==> config.mk <==
export PLATFORM = sky130hd
export DESIGN_NAME = hyperbus_bridge
export DESIGN_NICKNAME = d
export VERILOG_FILES = /design/src/source/hyperbus_pkg.sv /design/src/source/hyperbus_if.sv /design/src/source/hyperbus_bridge.sv /design/src/source/hyperbus_rx_buffer.sv /design/src/source/hyperbus_tx_buffer.sv /design/src/source/hyperbus_ca_encoder.sv /design/src/source/hyperbus_axi_ctrl.sv
export VERILOG_INCLUDE_DIRS = /design/src /design/src/source
export SDC_FILE = /design/constraint.sdc
export NUM_CORES = 1
export LEC_CHECK = 0
export ABC_AREA = 1
export BUFFER_PORTS_ARGS = -buffer_cell sky130_fd_sc_hd__buf_2
export CORE_ASPECT_RATIO = 1.2
export CORE_MARGIN = 5
export CORE_UTILIZATION = 56
export CTS_CLUSTER_SIZE = 10
export DETAILED_ROUTE_END_ITERATION = 8
export PLACE_DENSITY = 0.8
export SYNTH_ARGS = -nofsm -noshare
export SYNTH_HDL_FRONTEND = slang
export SYNTH_SLANG_ARGS = --single-unit
==> constraint.sdc <==
create_clock -name clk_i -period 4 [get_ports clk_i]
set_clock_uncertainty 0.15 [all_clocks]
set_input_delay 0.2 -clock clk_i [delete_from_list [all_inputs] [get_ports clk_i]]
set_output_delay 0.2 -clock clk_i [all_outputs]
set_load 0.005 [all_outputs]
==> src/source/hyperbus_defs.svh <==
/*
  Build-time configuration of the AXI to HyperBus bridge.
  FIFO depths must be powers of two. Credit limits must match the PHY buffers.
*/
`ifndef HYPERBUS_DEFS_SVH
`define HYPERBUS_DEFS_SVH

`define HB_DATA_W      16  // One HyperBus DDR word per beat
`define HB_STRB_W      2
`define HB_BURST_W     12
`define HB_NR_CS       2

// PHY side buffering, in beats
`define HB_CA_CREDITS  4
`define HB_TX_CREDITS  4

`define HB_TX_DEPTH    4
`define HB_RX_DEPTH    4

`endif
==> src/source/hyperbus_pkg.sv <==
/*
  Shared types of the bridge. The CA word follows the HyperBus 48-bit layout,
  with the most significant beat sent first.
*/
`include "hyperbus_defs.svh"

package hyperbus_pkg;

    // Field view of the command-address word
    typedef struct packed {
        logic        read;     // 1 for read transactions
        logic        space;    // Register space when set
        logic        linear;   // Linear burst, otherwise wrapped
        logic [28:0] addr_hi;
        logic [12:0] rsvd;
        logic [2:0]  addr_lo;
    } hb_ca_fields_t;

    typedef union packed {
        logic [2:0][`HB_DATA_W-1:0] raw;  // raw[2] goes out first
        hb_ca_fields_t              f;
    } hb_ca_t;

    typedef enum logic [1:0] {
        RESP_OKAY   = 2'b00,
        RESP_SLVERR = 2'b10
    } hb_resp_e;

    typedef enum logic [2:0] {
        IDLE,
        RD_CMD,
        RD_DATA,
        WR_CMD,
        WR_DATA,
        WR_WAIT,
        WR_RESP
    } hb_state_e;

endpackage

==> src/source/hyperbus_if.sv <==
/*
  Internal links of the bridge. No flow control beyond valid/ready,
  a transfer happens on the clock where both are high.
*/
`timescale 1ns/1ps
`include "hyperbus_defs.svh"

interface hyperbus_cmd_if;
    logic                 valid;
    logic                 ready;
    logic                 write;
    logic [31:0]          addr;        // AXI byte address
    logic [7:0]           len;         // AXI len, beats minus one
    logic [1:0]           burst_type;
    logic [`HB_NR_CS-1:0] cs_n;

    modport ctrl (output valid, write, addr, len, burst_type, cs_n, input ready);
    modport enc  (input valid, write, addr, len, burst_type, cs_n, output ready);
endinterface

interface hyperbus_stream_if;
    logic [`HB_DATA_W-1:0] data;
    logic [`HB_STRB_W-1:0] strb;
    logic                  last;
    logic                  error;
    logic                  valid;
    logic                  ready;

    modport src (output data, strb, last, error, valid, input ready);
    modport dst (input data, strb, last, error, valid, output ready);
endinterface

==> src/source/hyperbus_bridge.sv <==
/*
  AXI to HyperBus bridge top. Plain AXI ports on one side, the three
  credit-based PHY channels and write completion on the other.
*/
`timescale 1ns/1ps
`include "hyperbus_defs.svh"

module hyperbus_bridge (
    input  logic                   clk_i,
    input  logic                   rst_ni,
    input  logic [31:0]            ar_addr_i,
    input  logic [7:0]             ar_len_i,
    input  logic [1:0]             ar_burst_i,
    input  logic                   ar_valid_i,
    output logic                   ar_ready_o,
    input  logic [31:0]            aw_addr_i,
    input  logic [7:0]             aw_len_i,
    input  logic [1:0]             aw_burst_i,
    input  logic                   aw_valid_i,
    output logic                   aw_ready_o,
    input  logic [`HB_DATA_W-1:0]  w_data_i,
    input  logic [`HB_STRB_W-1:0]  w_strb_i,
    input  logic                   w_last_i,
    input  logic                   w_valid_i,
    output logic                   w_ready_o,
    output logic [`HB_DATA_W-1:0]  r_data_o,
    output logic                   r_last_o,
    output logic [1:0]             r_resp_o,
    output logic                   r_valid_o,
    input  logic                   r_ready_i,
    output logic [1:0]             b_resp_o,
    output logic                   b_valid_o,
    input  logic                   b_ready_i,
    output logic [`HB_DATA_W-1:0]  phy_ca_data_o,  // CA channel
    output logic [`HB_NR_CS-1:0]   phy_ca_cs_no,
    output logic [`HB_BURST_W-1:0] phy_ca_len_o,
    output logic                   phy_ca_valid_o,
    input  logic                   phy_ca_credit_i,
    output logic [`HB_DATA_W-1:0]  phy_tx_data_o,  // Write data
    output logic [`HB_STRB_W-1:0]  phy_tx_mask_o,
    output logic                   phy_tx_last_o,
    output logic                   phy_tx_valid_o,
    input  logic                   phy_tx_credit_i,
    input  logic [`HB_DATA_W-1:0]  phy_rx_data_i,  // Read data
    input  logic                   phy_rx_last_i,
    input  logic                   phy_rx_error_i,
    input  logic                   phy_rx_valid_i,
    output logic                   phy_rx_credit_o,
    input  logic                   phy_wr_done_i,
    input  logic                   phy_wr_error_i
);

    hyperbus_cmd_if    cmd ();
    hyperbus_stream_if tx ();
    hyperbus_stream_if rx ();

    hyperbus_axi_ctrl u_ctrl (.cmd(cmd), .tx(tx), .rx(rx), .*);

    hyperbus_ca_encoder u_enc (.cmd(cmd), .*);

    hyperbus_tx_buffer u_tx (.tx(tx), .*);

    hyperbus_rx_buffer u_rx (.rx(rx), .*);

endmodule

==> src/source/hyperbus_rx_buffer.sv <==
/*
  Read data FIFO from the PHY. Grants one credit per free slot, the first
  HB_RX_DEPTH credits right after reset. The PHY must not send without credit.
*/
`timescale 1ns/1ps
`include "hyperbus_defs.svh"

module hyperbus_rx_buffer (
    input  logic                  clk_i,
    input  logic                  rst_ni,
    input  logic [`HB_DATA_W-1:0] phy_rx_data_i,
    input  logic                  phy_rx_last_i,
    input  logic                  phy_rx_error_i,
    input  logic                  phy_rx_valid_i,
    output logic                  phy_rx_credit_o,
    hyperbus_stream_if.src        rx
);

    localparam int PtrW = $clog2(`HB_RX_DEPTH);
    localparam int CntW = $clog2(`HB_RX_DEPTH + 1);

    logic [`HB_DATA_W-1:0] data_mem [`HB_RX_DEPTH];
    logic                  last_mem [`HB_RX_DEPTH];
    logic                  err_mem  [`HB_RX_DEPTH];
    logic [PtrW-1:0]       wr_ptr_q, rd_ptr_q;
    logic [CntW-1:0]       cnt_q;
    logic [CntW-1:0]       owed_q;  // Credits not yet handed out
    logic                  credit_q;
    logic                  pop, give;

    assign pop  = rx.valid & rx.ready;
    assign give = (owed_q != '0);

    always_ff @(posedge clk_i) begin
        if (phy_rx_valid_i) begin
            data_mem[wr_ptr_q] <= phy_rx_data_i;
            last_mem[wr_ptr_q] <= phy_rx_last_i;
            err_mem[wr_ptr_q]  <= phy_rx_error_i;
        end
    end

    always_ff @(posedge clk_i or negedge rst_ni) begin
        if (!rst_ni) begin
            wr_ptr_q <= '0;
            rd_ptr_q <= '0;
            cnt_q    <= '0;
            owed_q   <= CntW'(`HB_RX_DEPTH);  // Whole FIFO free at start
            credit_q <= 1'b0;
        end else begin
            if (phy_rx_valid_i) wr_ptr_q <= wr_ptr_q + PtrW'(1);
            if (pop) rd_ptr_q <= rd_ptr_q + PtrW'(1);
            cnt_q    <= cnt_q + CntW'(phy_rx_valid_i) - CntW'(pop);
            owed_q   <= owed_q - CntW'(give) + CntW'(pop);
            credit_q <= give;  // One pulse per clock
        end
    end

    assign phy_rx_credit_o = credit_q;

    assign rx.valid = (cnt_q != '0);
    assign rx.data  = data_mem[rd_ptr_q];
    assign rx.last  = last_mem[rd_ptr_q];
    assign rx.error = err_mem[rd_ptr_q];
    assign rx.strb  = '1;  // Reads always return whole words

    // Catches a PHY that ignores the credit count
    a_rx_no_overflow: assert property (@(posedge clk_i) disable iff (!rst_ni)
        phy_rx_valid_i |-> cnt_q < CntW'(`HB_RX_DEPTH));

endmodule

==> src/source/hyperbus_tx_buffer.sv <==
/*
  Write data FIFO toward the PHY. Mask bits are active high, a set bit
  leaves the byte untouched. Drains only while PHY credits remain.
*/
`timescale 1ns/1ps
`include "hyperbus_defs.svh"

module hyperbus_tx_buffer (
    input  logic                  clk_i,
    input  logic                  rst_ni,
    hyperbus_stream_if.dst        tx,
    output logic [`HB_DATA_W-1:0] phy_tx_data_o,
    output logic [`HB_STRB_W-1:0] phy_tx_mask_o,
    output logic                  phy_tx_last_o,
    output logic                  phy_tx_valid_o,
    input  logic                  phy_tx_credit_i
);

    localparam int PtrW = $clog2(`HB_TX_DEPTH);
    localparam int CntW = $clog2(`HB_TX_DEPTH + 1);
    localparam int CrdW = $clog2(`HB_TX_CREDITS + 1);

    logic [`HB_DATA_W-1:0] data_mem [`HB_TX_DEPTH];
    logic [`HB_STRB_W-1:0] mask_mem [`HB_TX_DEPTH];
    logic                  last_mem [`HB_TX_DEPTH];
    logic [PtrW-1:0]       wr_ptr_q, rd_ptr_q;
    logic [CntW-1:0]       cnt_q;
    logic [CrdW-1:0]       credit_q;
    logic                  push, pop;

    assign tx.ready = (cnt_q != CntW'(`HB_TX_DEPTH));
    assign push     = tx.valid & tx.ready;
    assign pop      = phy_tx_valid_o;

    always_ff @(posedge clk_i) begin
        if (push) begin
            data_mem[wr_ptr_q] <= tx.data;
            mask_mem[wr_ptr_q] <= ~tx.strb | {`HB_STRB_W{tx.error}};  // Error masks all
            last_mem[wr_ptr_q] <= tx.last;
        end
    end

    always_ff @(posedge clk_i or negedge rst_ni) begin
        if (!rst_ni) begin
            wr_ptr_q <= '0;
            rd_ptr_q <= '0;
            cnt_q    <= '0;
            credit_q <= CrdW'(`HB_TX_CREDITS);
        end else begin
            if (push) wr_ptr_q <= wr_ptr_q + PtrW'(1);
            if (pop) rd_ptr_q <= rd_ptr_q + PtrW'(1);
            cnt_q    <= cnt_q + CntW'(push) - CntW'(pop);
            credit_q <= credit_q - CrdW'(pop) + CrdW'(phy_tx_credit_i);
        end
    end

    assign phy_tx_valid_o = (cnt_q != '0) && (credit_q != '0);
    assign phy_tx_data_o  = data_mem[rd_ptr_q];
    assign phy_tx_mask_o  = mask_mem[rd_ptr_q];
    assign phy_tx_last_o  = last_mem[rd_ptr_q];

    a_tx_no_overflow: assert property (@(posedge clk_i) disable iff (!rst_ni)
        push |-> cnt_q < CntW'(`HB_TX_DEPTH));

endmodule

==> src/source/hyperbus_ca_encoder.sv <==
/*
  Builds the 48-bit CA word and sends it as three beats under CA credits.
  Only address bits 29..1 reach the memory, bit 31 selects register space.
*/
`timescale 1ns/1ps
`include "hyperbus_defs.svh"

module hyperbus_ca_encoder import hyperbus_pkg::*; (
    input  logic                   clk_i,
    input  logic                   rst_ni,
    hyperbus_cmd_if.enc            cmd,
    output logic [`HB_DATA_W-1:0]  phy_ca_data_o,
    output logic [`HB_NR_CS-1:0]   phy_ca_cs_no,
    output logic [`HB_BURST_W-1:0] phy_ca_len_o,
    output logic                   phy_ca_valid_o,
    input  logic                   phy_ca_credit_i
);

    localparam int CntW = $clog2(`HB_CA_CREDITS + 1);

    hb_ca_t                 ca_d, ca_q;
    logic                   busy_q;
    logic [1:0]             beat_q;
    logic [CntW-1:0]        credit_q;
    logic [`HB_BURST_W-1:0] len_q;
    logic [`HB_NR_CS-1:0]   cs_q;
    logic                   accept;

    assign cmd.ready = ~busy_q;
    assign accept    = cmd.valid & cmd.ready;

    always_comb begin
        ca_d           = '0;
        ca_d.f.read    = ~cmd.write;
        ca_d.f.space   = cmd.addr[31];
        ca_d.f.linear  = cmd.burst_type[0];  // INCR maps to linear
        ca_d.f.addr_hi = 29'(cmd.addr[29:4]);
        ca_d.f.addr_lo = cmd.addr[3:1];
    end

    always_ff @(posedge clk_i or negedge rst_ni) begin
        if (!rst_ni) begin
            busy_q   <= 1'b0;
            beat_q   <= '0;
            credit_q <= CntW'(`HB_CA_CREDITS);
            cs_q     <= '1;
        end else begin
            credit_q <= credit_q - CntW'(phy_ca_valid_o) + CntW'(phy_ca_credit_i);
            if (accept) begin
                busy_q <= 1'b1;
                beat_q <= '0;
                cs_q   <= cmd.cs_n;
            end else if (phy_ca_valid_o) begin
                beat_q <= beat_q + 2'd1;
                if (beat_q == 2'd2) busy_q <= 1'b0;
            end
        end
    end

    // Shift register, top beat is always the one on the bus
    always_ff @(posedge clk_i) begin
        if (accept) begin
            ca_q  <= ca_d;
            len_q <= `HB_BURST_W'(cmd.len) + `HB_BURST_W'(1);
        end else if (phy_ca_valid_o) begin
            ca_q.raw <= {ca_q.raw[1:0], {`HB_DATA_W{1'b0}}};
        end
    end

    assign phy_ca_valid_o = busy_q && (credit_q != '0);  // Stall holds data
    assign phy_ca_data_o  = ca_q.raw[2];
    assign phy_ca_len_o   = len_q;
    assign phy_ca_cs_no   = cs_q;

    // PHY returns no more than it was given
    a_ca_credit_max: assert property (@(posedge clk_i) disable iff (!rst_ni)
        credit_q <= CntW'(`HB_CA_CREDITS));

endmodule

==> src/source/hyperbus_axi_ctrl.sv <==
/*
  Bridge control FSM. One burst at a time, reads win over writes.
  Chip select comes from address bit 30. Write beats beyond len are
  flagged so the PHY sees them fully masked.
*/
`timescale 1ns/1ps
`include "hyperbus_defs.svh"

module hyperbus_axi_ctrl import hyperbus_pkg::*; (
    input  logic                  clk_i,
    input  logic                  rst_ni,
    input  logic [31:0]           ar_addr_i,
    input  logic [7:0]            ar_len_i,
    input  logic [1:0]            ar_burst_i,
    input  logic                  ar_valid_i,
    output logic                  ar_ready_o,
    input  logic [31:0]           aw_addr_i,
    input  logic [7:0]            aw_len_i,
    input  logic [1:0]            aw_burst_i,
    input  logic                  aw_valid_i,
    output logic                  aw_ready_o,
    input  logic [`HB_DATA_W-1:0] w_data_i,
    input  logic [`HB_STRB_W-1:0] w_strb_i,
    input  logic                  w_last_i,
    input  logic                  w_valid_i,
    output logic                  w_ready_o,
    output logic [`HB_DATA_W-1:0] r_data_o,
    output logic                  r_last_o,
    output hb_resp_e              r_resp_o,
    output logic                  r_valid_o,
    input  logic                  r_ready_i,
    output hb_resp_e              b_resp_o,
    output logic                  b_valid_o,
    input  logic                  b_ready_i,
    input  logic                  phy_wr_done_i,
    input  logic                  phy_wr_error_i,
    hyperbus_cmd_if.ctrl          cmd,
    hyperbus_stream_if.src        tx,
    hyperbus_stream_if.dst        rx
);

    hb_state_e   state_q, state_d;
    logic [31:0] addr_q;
    logic [7:0]  len_q;
    logic [1:0]  burst_q;
    logic [8:0]  wr_cnt_q;  // Write beats accepted so far
    logic        wr_err_q;
    logic        rd_beat;
    logic        wr_beat;

    assign rd_beat = rx.valid & rx.ready;
    assign wr_beat = tx.valid & tx.ready;

    always_comb begin
        state_d = state_q;
        case (state_q)
            IDLE: begin
                if (ar_valid_i) begin
                    state_d = RD_CMD;
                end else if (aw_valid_i) begin
                    state_d = WR_CMD;
                end
            end
            RD_CMD:  if (cmd.ready) state_d = RD_DATA;
            RD_DATA: if (rd_beat && rx.last) state_d = IDLE;
            WR_CMD:  if (cmd.ready) state_d = WR_DATA;
            WR_DATA: if (wr_beat && tx.last) state_d = WR_WAIT;
            WR_WAIT: if (phy_wr_done_i) state_d = WR_RESP;  // PHY latency varies
            WR_RESP: if (b_ready_i) state_d = IDLE;
            default: state_d = IDLE;
        endcase
    end

    always_ff @(posedge clk_i or negedge rst_ni) begin
        if (!rst_ni) begin
            state_q  <= IDLE;
            wr_cnt_q <= '0;
            wr_err_q <= 1'b0;
        end else begin
            state_q <= state_d;
            if (state_q == IDLE) begin
                wr_cnt_q <= '0;
            end else if (wr_beat) begin
                wr_cnt_q <= wr_cnt_q + 9'd1;
            end
            if (state_q == WR_WAIT && phy_wr_done_i) begin
                wr_err_q <= phy_wr_error_i;
            end
        end
    end

    // Address phase capture, same priority as the FSM
    always_ff @(posedge clk_i) begin
        if (state_q == IDLE) begin
            if (ar_valid_i) begin
                addr_q  <= ar_addr_i;
                len_q   <= ar_len_i;
                burst_q <= ar_burst_i;
            end else if (aw_valid_i) begin
                addr_q  <= aw_addr_i;
                len_q   <= aw_len_i;
                burst_q <= aw_burst_i;
            end
        end
    end

    assign cmd.valid      = (state_q == RD_CMD) || (state_q == WR_CMD);
    assign cmd.write      = (state_q == WR_CMD);
    assign cmd.addr       = addr_q;
    assign cmd.len        = len_q;
    assign cmd.burst_type = burst_q;
    assign cmd.cs_n       = ~(`HB_NR_CS'(1) << addr_q[30]);  // Active low one-hot

    assign ar_ready_o = (state_q == RD_CMD) && cmd.ready;
    assign aw_ready_o = (state_q == WR_CMD) && cmd.ready;

    // Read data straight from the rx FIFO
    assign rx.ready  = (state_q == RD_DATA) && r_ready_i;
    assign r_valid_o = (state_q == RD_DATA) && rx.valid;
    assign r_data_o  = rx.data;
    assign r_last_o  = rx.last;
    assign r_resp_o  = rx.error ? RESP_SLVERR : RESP_OKAY;

    assign tx.valid  = (state_q == WR_DATA) && w_valid_i;
    assign tx.data   = w_data_i;
    assign tx.strb   = w_strb_i;
    assign tx.last   = w_last_i;
    assign tx.error  = (wr_cnt_q > {1'b0, len_q});  // Overrun beat
    assign w_ready_o = (state_q == WR_DATA) && tx.ready;

    assign b_valid_o = (state_q == WR_RESP);
    assign b_resp_o  = wr_err_q ? RESP_SLVERR : RESP_OKAY;

    // AXI requires B to stay up until taken
    a_b_hold: assert property (@(posedge clk_i) disable iff (!rst_ni)
        b_valid_o && !b_ready_i |=> b_valid_o);

    a_one_addr: assert property (@(posedge clk_i) disable iff (!rst_ni)
        !(ar_ready_o && aw_ready_o));

endmodule

* After elaboration in Yosys (flattened, before gate mapping)
Memories as Yosys holds them, arrays and structs flattened.
Cells that the tools add are included.
** Word-level totals
- Register bits :: 130
- Latch bits :: 0
- RAM bits :: 148
- Bits in read-only memories :: 0
- Output and inout bits :: 78
- Memories :: 6
** Memory list
- u_rx.data_mem :: words 4, bits a word 16, rd ports 1, clocked after Yosys merged registers in 0, write ports 1, line hyperbus_rx_buffer.sv:22 : logic [`HB_DATA_W-1:0] data_mem [`HB_RX_DEPTH];
- u_tx.data_mem :: words 4, bits a word 16, rd ports 1, clocked after Yosys merged registers in 0, write ports 1, line hyperbus_tx_buffer.sv:23 : logic [`HB_DATA_W-1:0] data_mem [`HB_TX_DEPTH];
- u_tx.mask_mem :: words 4, bits a word 2, rd ports 1, clocked after Yosys merged registers in 0, write ports 1, line hyperbus_tx_buffer.sv:24 : logic [`HB_STRB_W-1:0] mask_mem [`HB_TX_DEPTH];
- u_rx.err_mem :: words 4, bits a word 1, rd ports 1, clocked after Yosys merged registers in 0, write ports 1, line hyperbus_rx_buffer.sv:24 : logic err_mem [`HB_RX_DEPTH];
- u_rx.last_mem :: words 4, bits a word 1, rd ports 1, clocked after Yosys merged registers in 0, write ports 1, line hyperbus_rx_buffer.sv:23 : logic last_mem [`HB_RX_DEPTH];
- u_tx.last_mem :: words 4, bits a word 1, rd ports 1, clocked after Yosys merged registers in 0, write ports 1, line hyperbus_tx_buffer.sv:25 : logic last_mem [`HB_TX_DEPTH];
** Cells by class
- $add $sub $neg :: 17
- Multiply operators :: 0
- Divide/modulo/power cells :: 0
- Order comparisons :: 1
- Equality and inequality tests :: 15
- Shift operators :: 1
- Muxes and demuxes :: 30
- Bitwise gates (word level) :: 8
- Reduce and logical (&&, ||, !) cells :: 25
** Operators with widths (number)
- $mux W48 :: 2
- $mux W32 :: 2
- $mux W3 :: 8
- $pmux W3 S7 :: 1
- $mux W9 :: 2
- $mux W8 :: 2
- $add A3 B1 Y3 :: 5
- $reduce_bool A3 Y1 :: 5
- $sub A3 B1 Y3 :: 5
- $logic_and A1 B1 Y1 :: 11
- $add A2 B1 Y2 const B :: 5
- $add A8 B1 Y9 const B :: 1
- $add A9 B1 Y9 const B :: 1
- $eq A3 B3 Y1 const B :: 3
- $gt A9 B8 Y1 :: 1
- $mux W1 :: 9
- $mux W2 :: 4
- $reduce_bool A2 Y1 :: 4
- $reduce_and A7 Y1 :: 1
- $eq A3 B2 Y1 const B :: 2
- $ne A2 B1 Y1 const B :: 3
- $ne A2 B2 Y1 const B :: 3
- $ne A3 B3 Y1 const B :: 2
- $not A2 Y2 :: 2
- 9 further kinds :: 13

* Logic depth before layout (Yosys ltp)
- Word-level depth :: 6
- Mapped depth :: 10
- Gate-level depth less buffers :: 10

* By module
Synthesis repeated with hierarchy kept, for this count alone.
** Second synthesis, totals
- Cell total of the unflattened synthesis :: 1243
- Area total of the unflattened synthesis :: 12774.8 um2
** By module, submodules not included
- hyperbus_tx_buffer :: instances 1, cells an instance 317, area each 3637.2 um2
- hyperbus_rx_buffer :: instances 1, cells an instance 298, area each 3474.6 um2
- hyperbus_axi_ctrl :: instances 1, cells an instance 393, area each 3218.1 um2
- hyperbus_ca_encoder :: instances 1, cells an instance 235, area each 2444.8 um2

* Worst setup path after synthesis
No wires, ideal clock.
- Path type :: reg-to-reg
- From :: register u_ctrl.state_q[0]
- To :: register u_ctrl.addr_q[10] (netlist: u_ctrl.cmd.addr[10]) (enable)
- Setup time :: 0.437 ns
- Arrival :: 2.542 ns
- Data required time :: 3.413 ns
- Setup slack :: 0.870 ns
- Cell stages (with the launch flop) :: 6
- Path buffers :: 2
- Clock period less this slack :: 3.130 ns
- Cells stage by stage :: dfrtp_1 buf_6 nor2_8 nand2_1 buf_4 nor2_1
** Between the ends
- Cells in the longest elaborated chain, start to end :: 2
** RTL lines
- start, declared :: line hyperbus_axi_ctrl.sv:42 : hb_state_e state_q, state_d;
- start signal, assigned :: line hyperbus_axi_ctrl.sv:80 : state_q <= state_d;
- $logic_not A3 Y1 :: line hyperbus_axi_ctrl.sv:94 : if (state_q == IDLE) begin
- $reduce_and A2 Y1 (no line)
- end signal, assigned :: line hyperbus_axi_ctrl.sv:96 : addr_q <= ar_addr_i;
- end signal, assigned :: line hyperbus_axi_ctrl.sv:100 : addr_q <= aw_addr_i;
- end, declared :: line hyperbus_axi_ctrl.sv:43 : logic [31:0] addr_q;
No other way between the ends.
A chain may end at the register's enable or synchronous reset.

* Worst setup path after layout
- From :: register u_ctrl.state_q[2]
- To :: output port ar_ready_o
** Between the ends
- Cells in the longest elaborated chain, start to end :: 2
** RTL lines
- $eq A3 B1 Y1 :: line hyperbus_axi_ctrl.sv:114 : assign ar_ready_o = (state_q == RD_CMD) && cmd.ready;
- $logic_and A1 B1 Y1 :: line hyperbus_axi_ctrl.sv:114
- end, declared :: line hyperbus_bridge.sv:15 : output logic ar_ready_o,
No other way between the ends.

==> summary.txt <==
Initial Utilization = 56.3%
layout cells sized above 1 = 20.7%
die height = 168 um
Sink Count = 274
critical path startpoint = u_ctrl.state_q[2]
core area = 20800 sq um
worst hold path type = in2reg
largest net degree at the start of global routing = 44
Cell variety after synth = 41
# setup viols final = 0
cell count after synthesis = 980
crit-path cells = clkinv_4 -> nand2_1 -> nor2_4 -> inv_2 -> nor2_1 -> buf_2
Worst Reg-to-Reg Cells = 6
Post-Route WL = 26.7 mm
Fin. Hold Viols = 0
kind of critical path = reg2out
Tcrit/Tclk final = 78.3%
min cycle time layout = 3.13 ns
Fin Setup TNS = 0 ns
reg-to-reg critical path startpoint = u_ctrl.state_q[2]
die width = 142 um
Seq cells post-synth = 274
largest stage delay on the critical path = 0.60 ns
Ys Warns = 0
postcts setup bufs = 0
vias in the first global route = 8581
H-tree lvl count = 1
vias per cell = 5.21
WP data required = 3.65 ns
reg2reg setup slack = 1.16 ns
Avg Cell Area, Syn = 11.9 sq um
Max Fclk = 319 MHz
Power Dens Cells = 668 nW/um^2
leading post-synthesis cells by cell area = edfxtp_1, dfrtp_1, nand2_1, nor2_1, o21ai_0
Rel. slew slack = 17.9%
main flop type after synthesis = edfxtp_1
I/O pins = 211
outcome = finished, final reports clean
GRT Total Usage = 21.9%
TritonCTS clock tree = built
Initial DRT Pass Iterations = 4
hpwl dp = 15.1 mm
CTS root buf = clkbuf_16
max cap viols = 0
number of synthesized flops with an enable pin = 229
leakage power = 6.29 nW
wire length per cell = 16.9 um
CP max-delay cell = nor2_4
first-pass GRT wire length = 41.5 mm
Synth area leader = edfxtp_1
Worst-path clk slew = 0.05 ns
Synth top area share = 58.8%
initial antenna violation count = 4
Port Buf Inserts = 201
Fillers = 1321
Finished Core Util = 71.7%
fin cells = 1585
crit end category = primary output
end of the critical path = ar_ready_o
Post-DRT Antenna Nets = 0
Num CTS Buffers = 31
Slew @ Worst Pin = 1.23 ns
hold_buf cts = 125
total die area = 23900 sq um
fin nets = 1454
Seq/Total Area, Yosys = 68.4%
worst skew pair latency = 0.53 ns
Final GP Congestion = 0.807
Placed Cells = 1400
endpoint of the worst-slack reg-to-reg timing path = u_enc.ca_q[31]
DRC = 0
routed vias = 8259
max-slew violation count = 0
grt total ovfl = 0
Arr. time, crit path = 2.78 ns
RSZ-0062 raised after global routing = no
Syn Std Cell Area = 11700 sq um
initial DRC count = 569
num rows = 58
Max Root-Sink Buffers = 3
crit path max fanout = 28
area delta synth->final = 27.4%
startpoint types = register
maximum VDD drop = 0.512 mV
WHS = 0.0523 ns
Post-synth ARST share = 15.3%
post_cts resized = 0
==> cell usage after synthesis, types with 2 or more instances <==
cell      instances
nand4_1           8
buf_4            26
buf_2            10
fa_1              5
dfrtp_1          37
dfstp_2           5
nor3_1           11
nor3_2            2
a22o_1           15
nand2_2           2
a21oi_2           2
o22ai_1          36
buf_6             5
nor2_1          115
xnor2_1           7
nand2_1         182
ha_1             28
nand3_1          20
dfxtp_1           3
inv_2             4
edfxtp_1        229
inv_1            82
xor2_1           15
o21ai_0          85
and3_2            2
nor2_4            3
clkbuf_1         22
a21oi_1           6
==> metrics by stage <==
step,worst slack [ns],instance area [sq um],power (mW)
2_1_floorplan,0.870,11700,6.41
3_3_place_gp,1.21,12700,7.23
3_5_place_dp,1.18,12700,7.37
4_1_cts,0.879,14900,9.97
5_1_grt,0.703,14900,10.6
6_report,0.866,14900,9.94
==> worst min path at each step <==
| stage | slack, ns | endpoint | cells after the start | from |
|---|---|---|---|---|
| after CTS | 0.04 | u_ctrl.state_q[2] | 7 | b_ready_i |
| final | 0.05 | u_ctrl.state_q[2] | 7 | b_ready_i |
| after detailed placement | 0.27 | u_tx.credit_q[0] | 1 | rst_ni |
| after global routing | 0.11 | u_ctrl.state_q[2] | 7 | b_ready_i |
| after floorplan | -0.25 | u_ctrl.state_q[0] | 0 | rst_ni |
| after global placement | 0.26 | u_tx.credit_q[0] | 1 | rst_ni |
==> flip-flops by register name, summed over array words and instances (netlist names), 3 cells and up <==
signal	flops
u_rx.err_mem	4
u_tx.credit_q	3
u_ctrl.cmd.len	8
u_rx.owed_q	3
u_ctrl.wr_cnt_q	9
u_ctrl.cmd.addr	31
u_rx.cnt_q	3
u_tx.mask_mem	8
u_tx.last_mem	4
u_rx.data_mem	64
u_ctrl.state_q	3
u_tx.data_mem	64
u_enc.ca_q	35
u_rx.last_mem	4
u_tx.cnt_q	3
u_enc.credit_q	3
u_enc.phy_ca_len_o	9
==> layout make-up <==
| cell class | instances | area (sq um) | area share [%] |
|---|---|---|---|
| clock buffers | 56 | 890 | 5.97 |
| well taps | 270 | 338 | 2.27 |
| multi-input cells | 559 | 3000 | 20.2 |
| inverters | 87 | 332 | 2.23 |
| flip-flops and latches | 274 | 7990 | 53.7 |
| diodes | 4 | 10.0 | 0.0672 |
| repair buffers | 335 | 2320 | 15.6 |
==> worst max-delay path: cells and delay by family (launching register included) <==
family	cells	cell delay, ns
buf+inv	3	0.70
flops	1	0.50
simple gates	3	1.03
==> cell usage in the layout (no fill, tap or decap), types with 7 or more instances in the layout <==
| cell | n |
|---|---|
| edfxtp_1 | 229 |
| buf_2 | 201 |
| nand2_1 | 182 |
| dlygate4sd3_1 | 125 |
| nor2_1 | 113 |
| o21ai_0 | 85 |
| inv_1 | 82 |
| dfrtp_1 | 37 |
| o22ai_1 | 36 |
| clkbuf_16 | 31 |
| ha_1 | 28 |
| clkbuf_1 | 23 |
| nand3_1 | 20 |
| xor2_1 | 15 |
| a22o_1 | 15 |
| nor3_1 | 11 |
| buf_4 | 9 |
| nand4_1 | 8 |
| xnor2_1 | 7 |
==> per-layer routing <==
| layer | track usage, % | up-vias | share of wire (%) |
|---|---|---|---|
| li1 | - | 3953 | - |
| met1 | 25.1 | 3906 | 37 |
| met2 | 38.6 | 307 | 52 |
| met3 | 3.92 | 93 | 6.0 |
| met4 | 11.7 | 0 | 5.0 |
| met5 | 0 | - | 0 |
==> cell families after synthesis <==
kind of cell    count (synthesis)  synth area share (%)
mux                             1                0.0963
compound gates                147                  7.27
fa+ha+maj                      33                  3.85
simple gates                  351                  12.6
buf+inv                       151                  6.15
xor+xnor                       22                  1.65
other cells                     1                0.0321
flops                         274                  68.4
==> report_power, final <==
group	switching, mW	internal (mW)	leakage [nW]
sequential	0.339	4.00	2.66
clock	1.02	1.48	0.424
combinational	1.93	1.18	3.21
No activity file was read; power rests on OpenSTA's default activity.
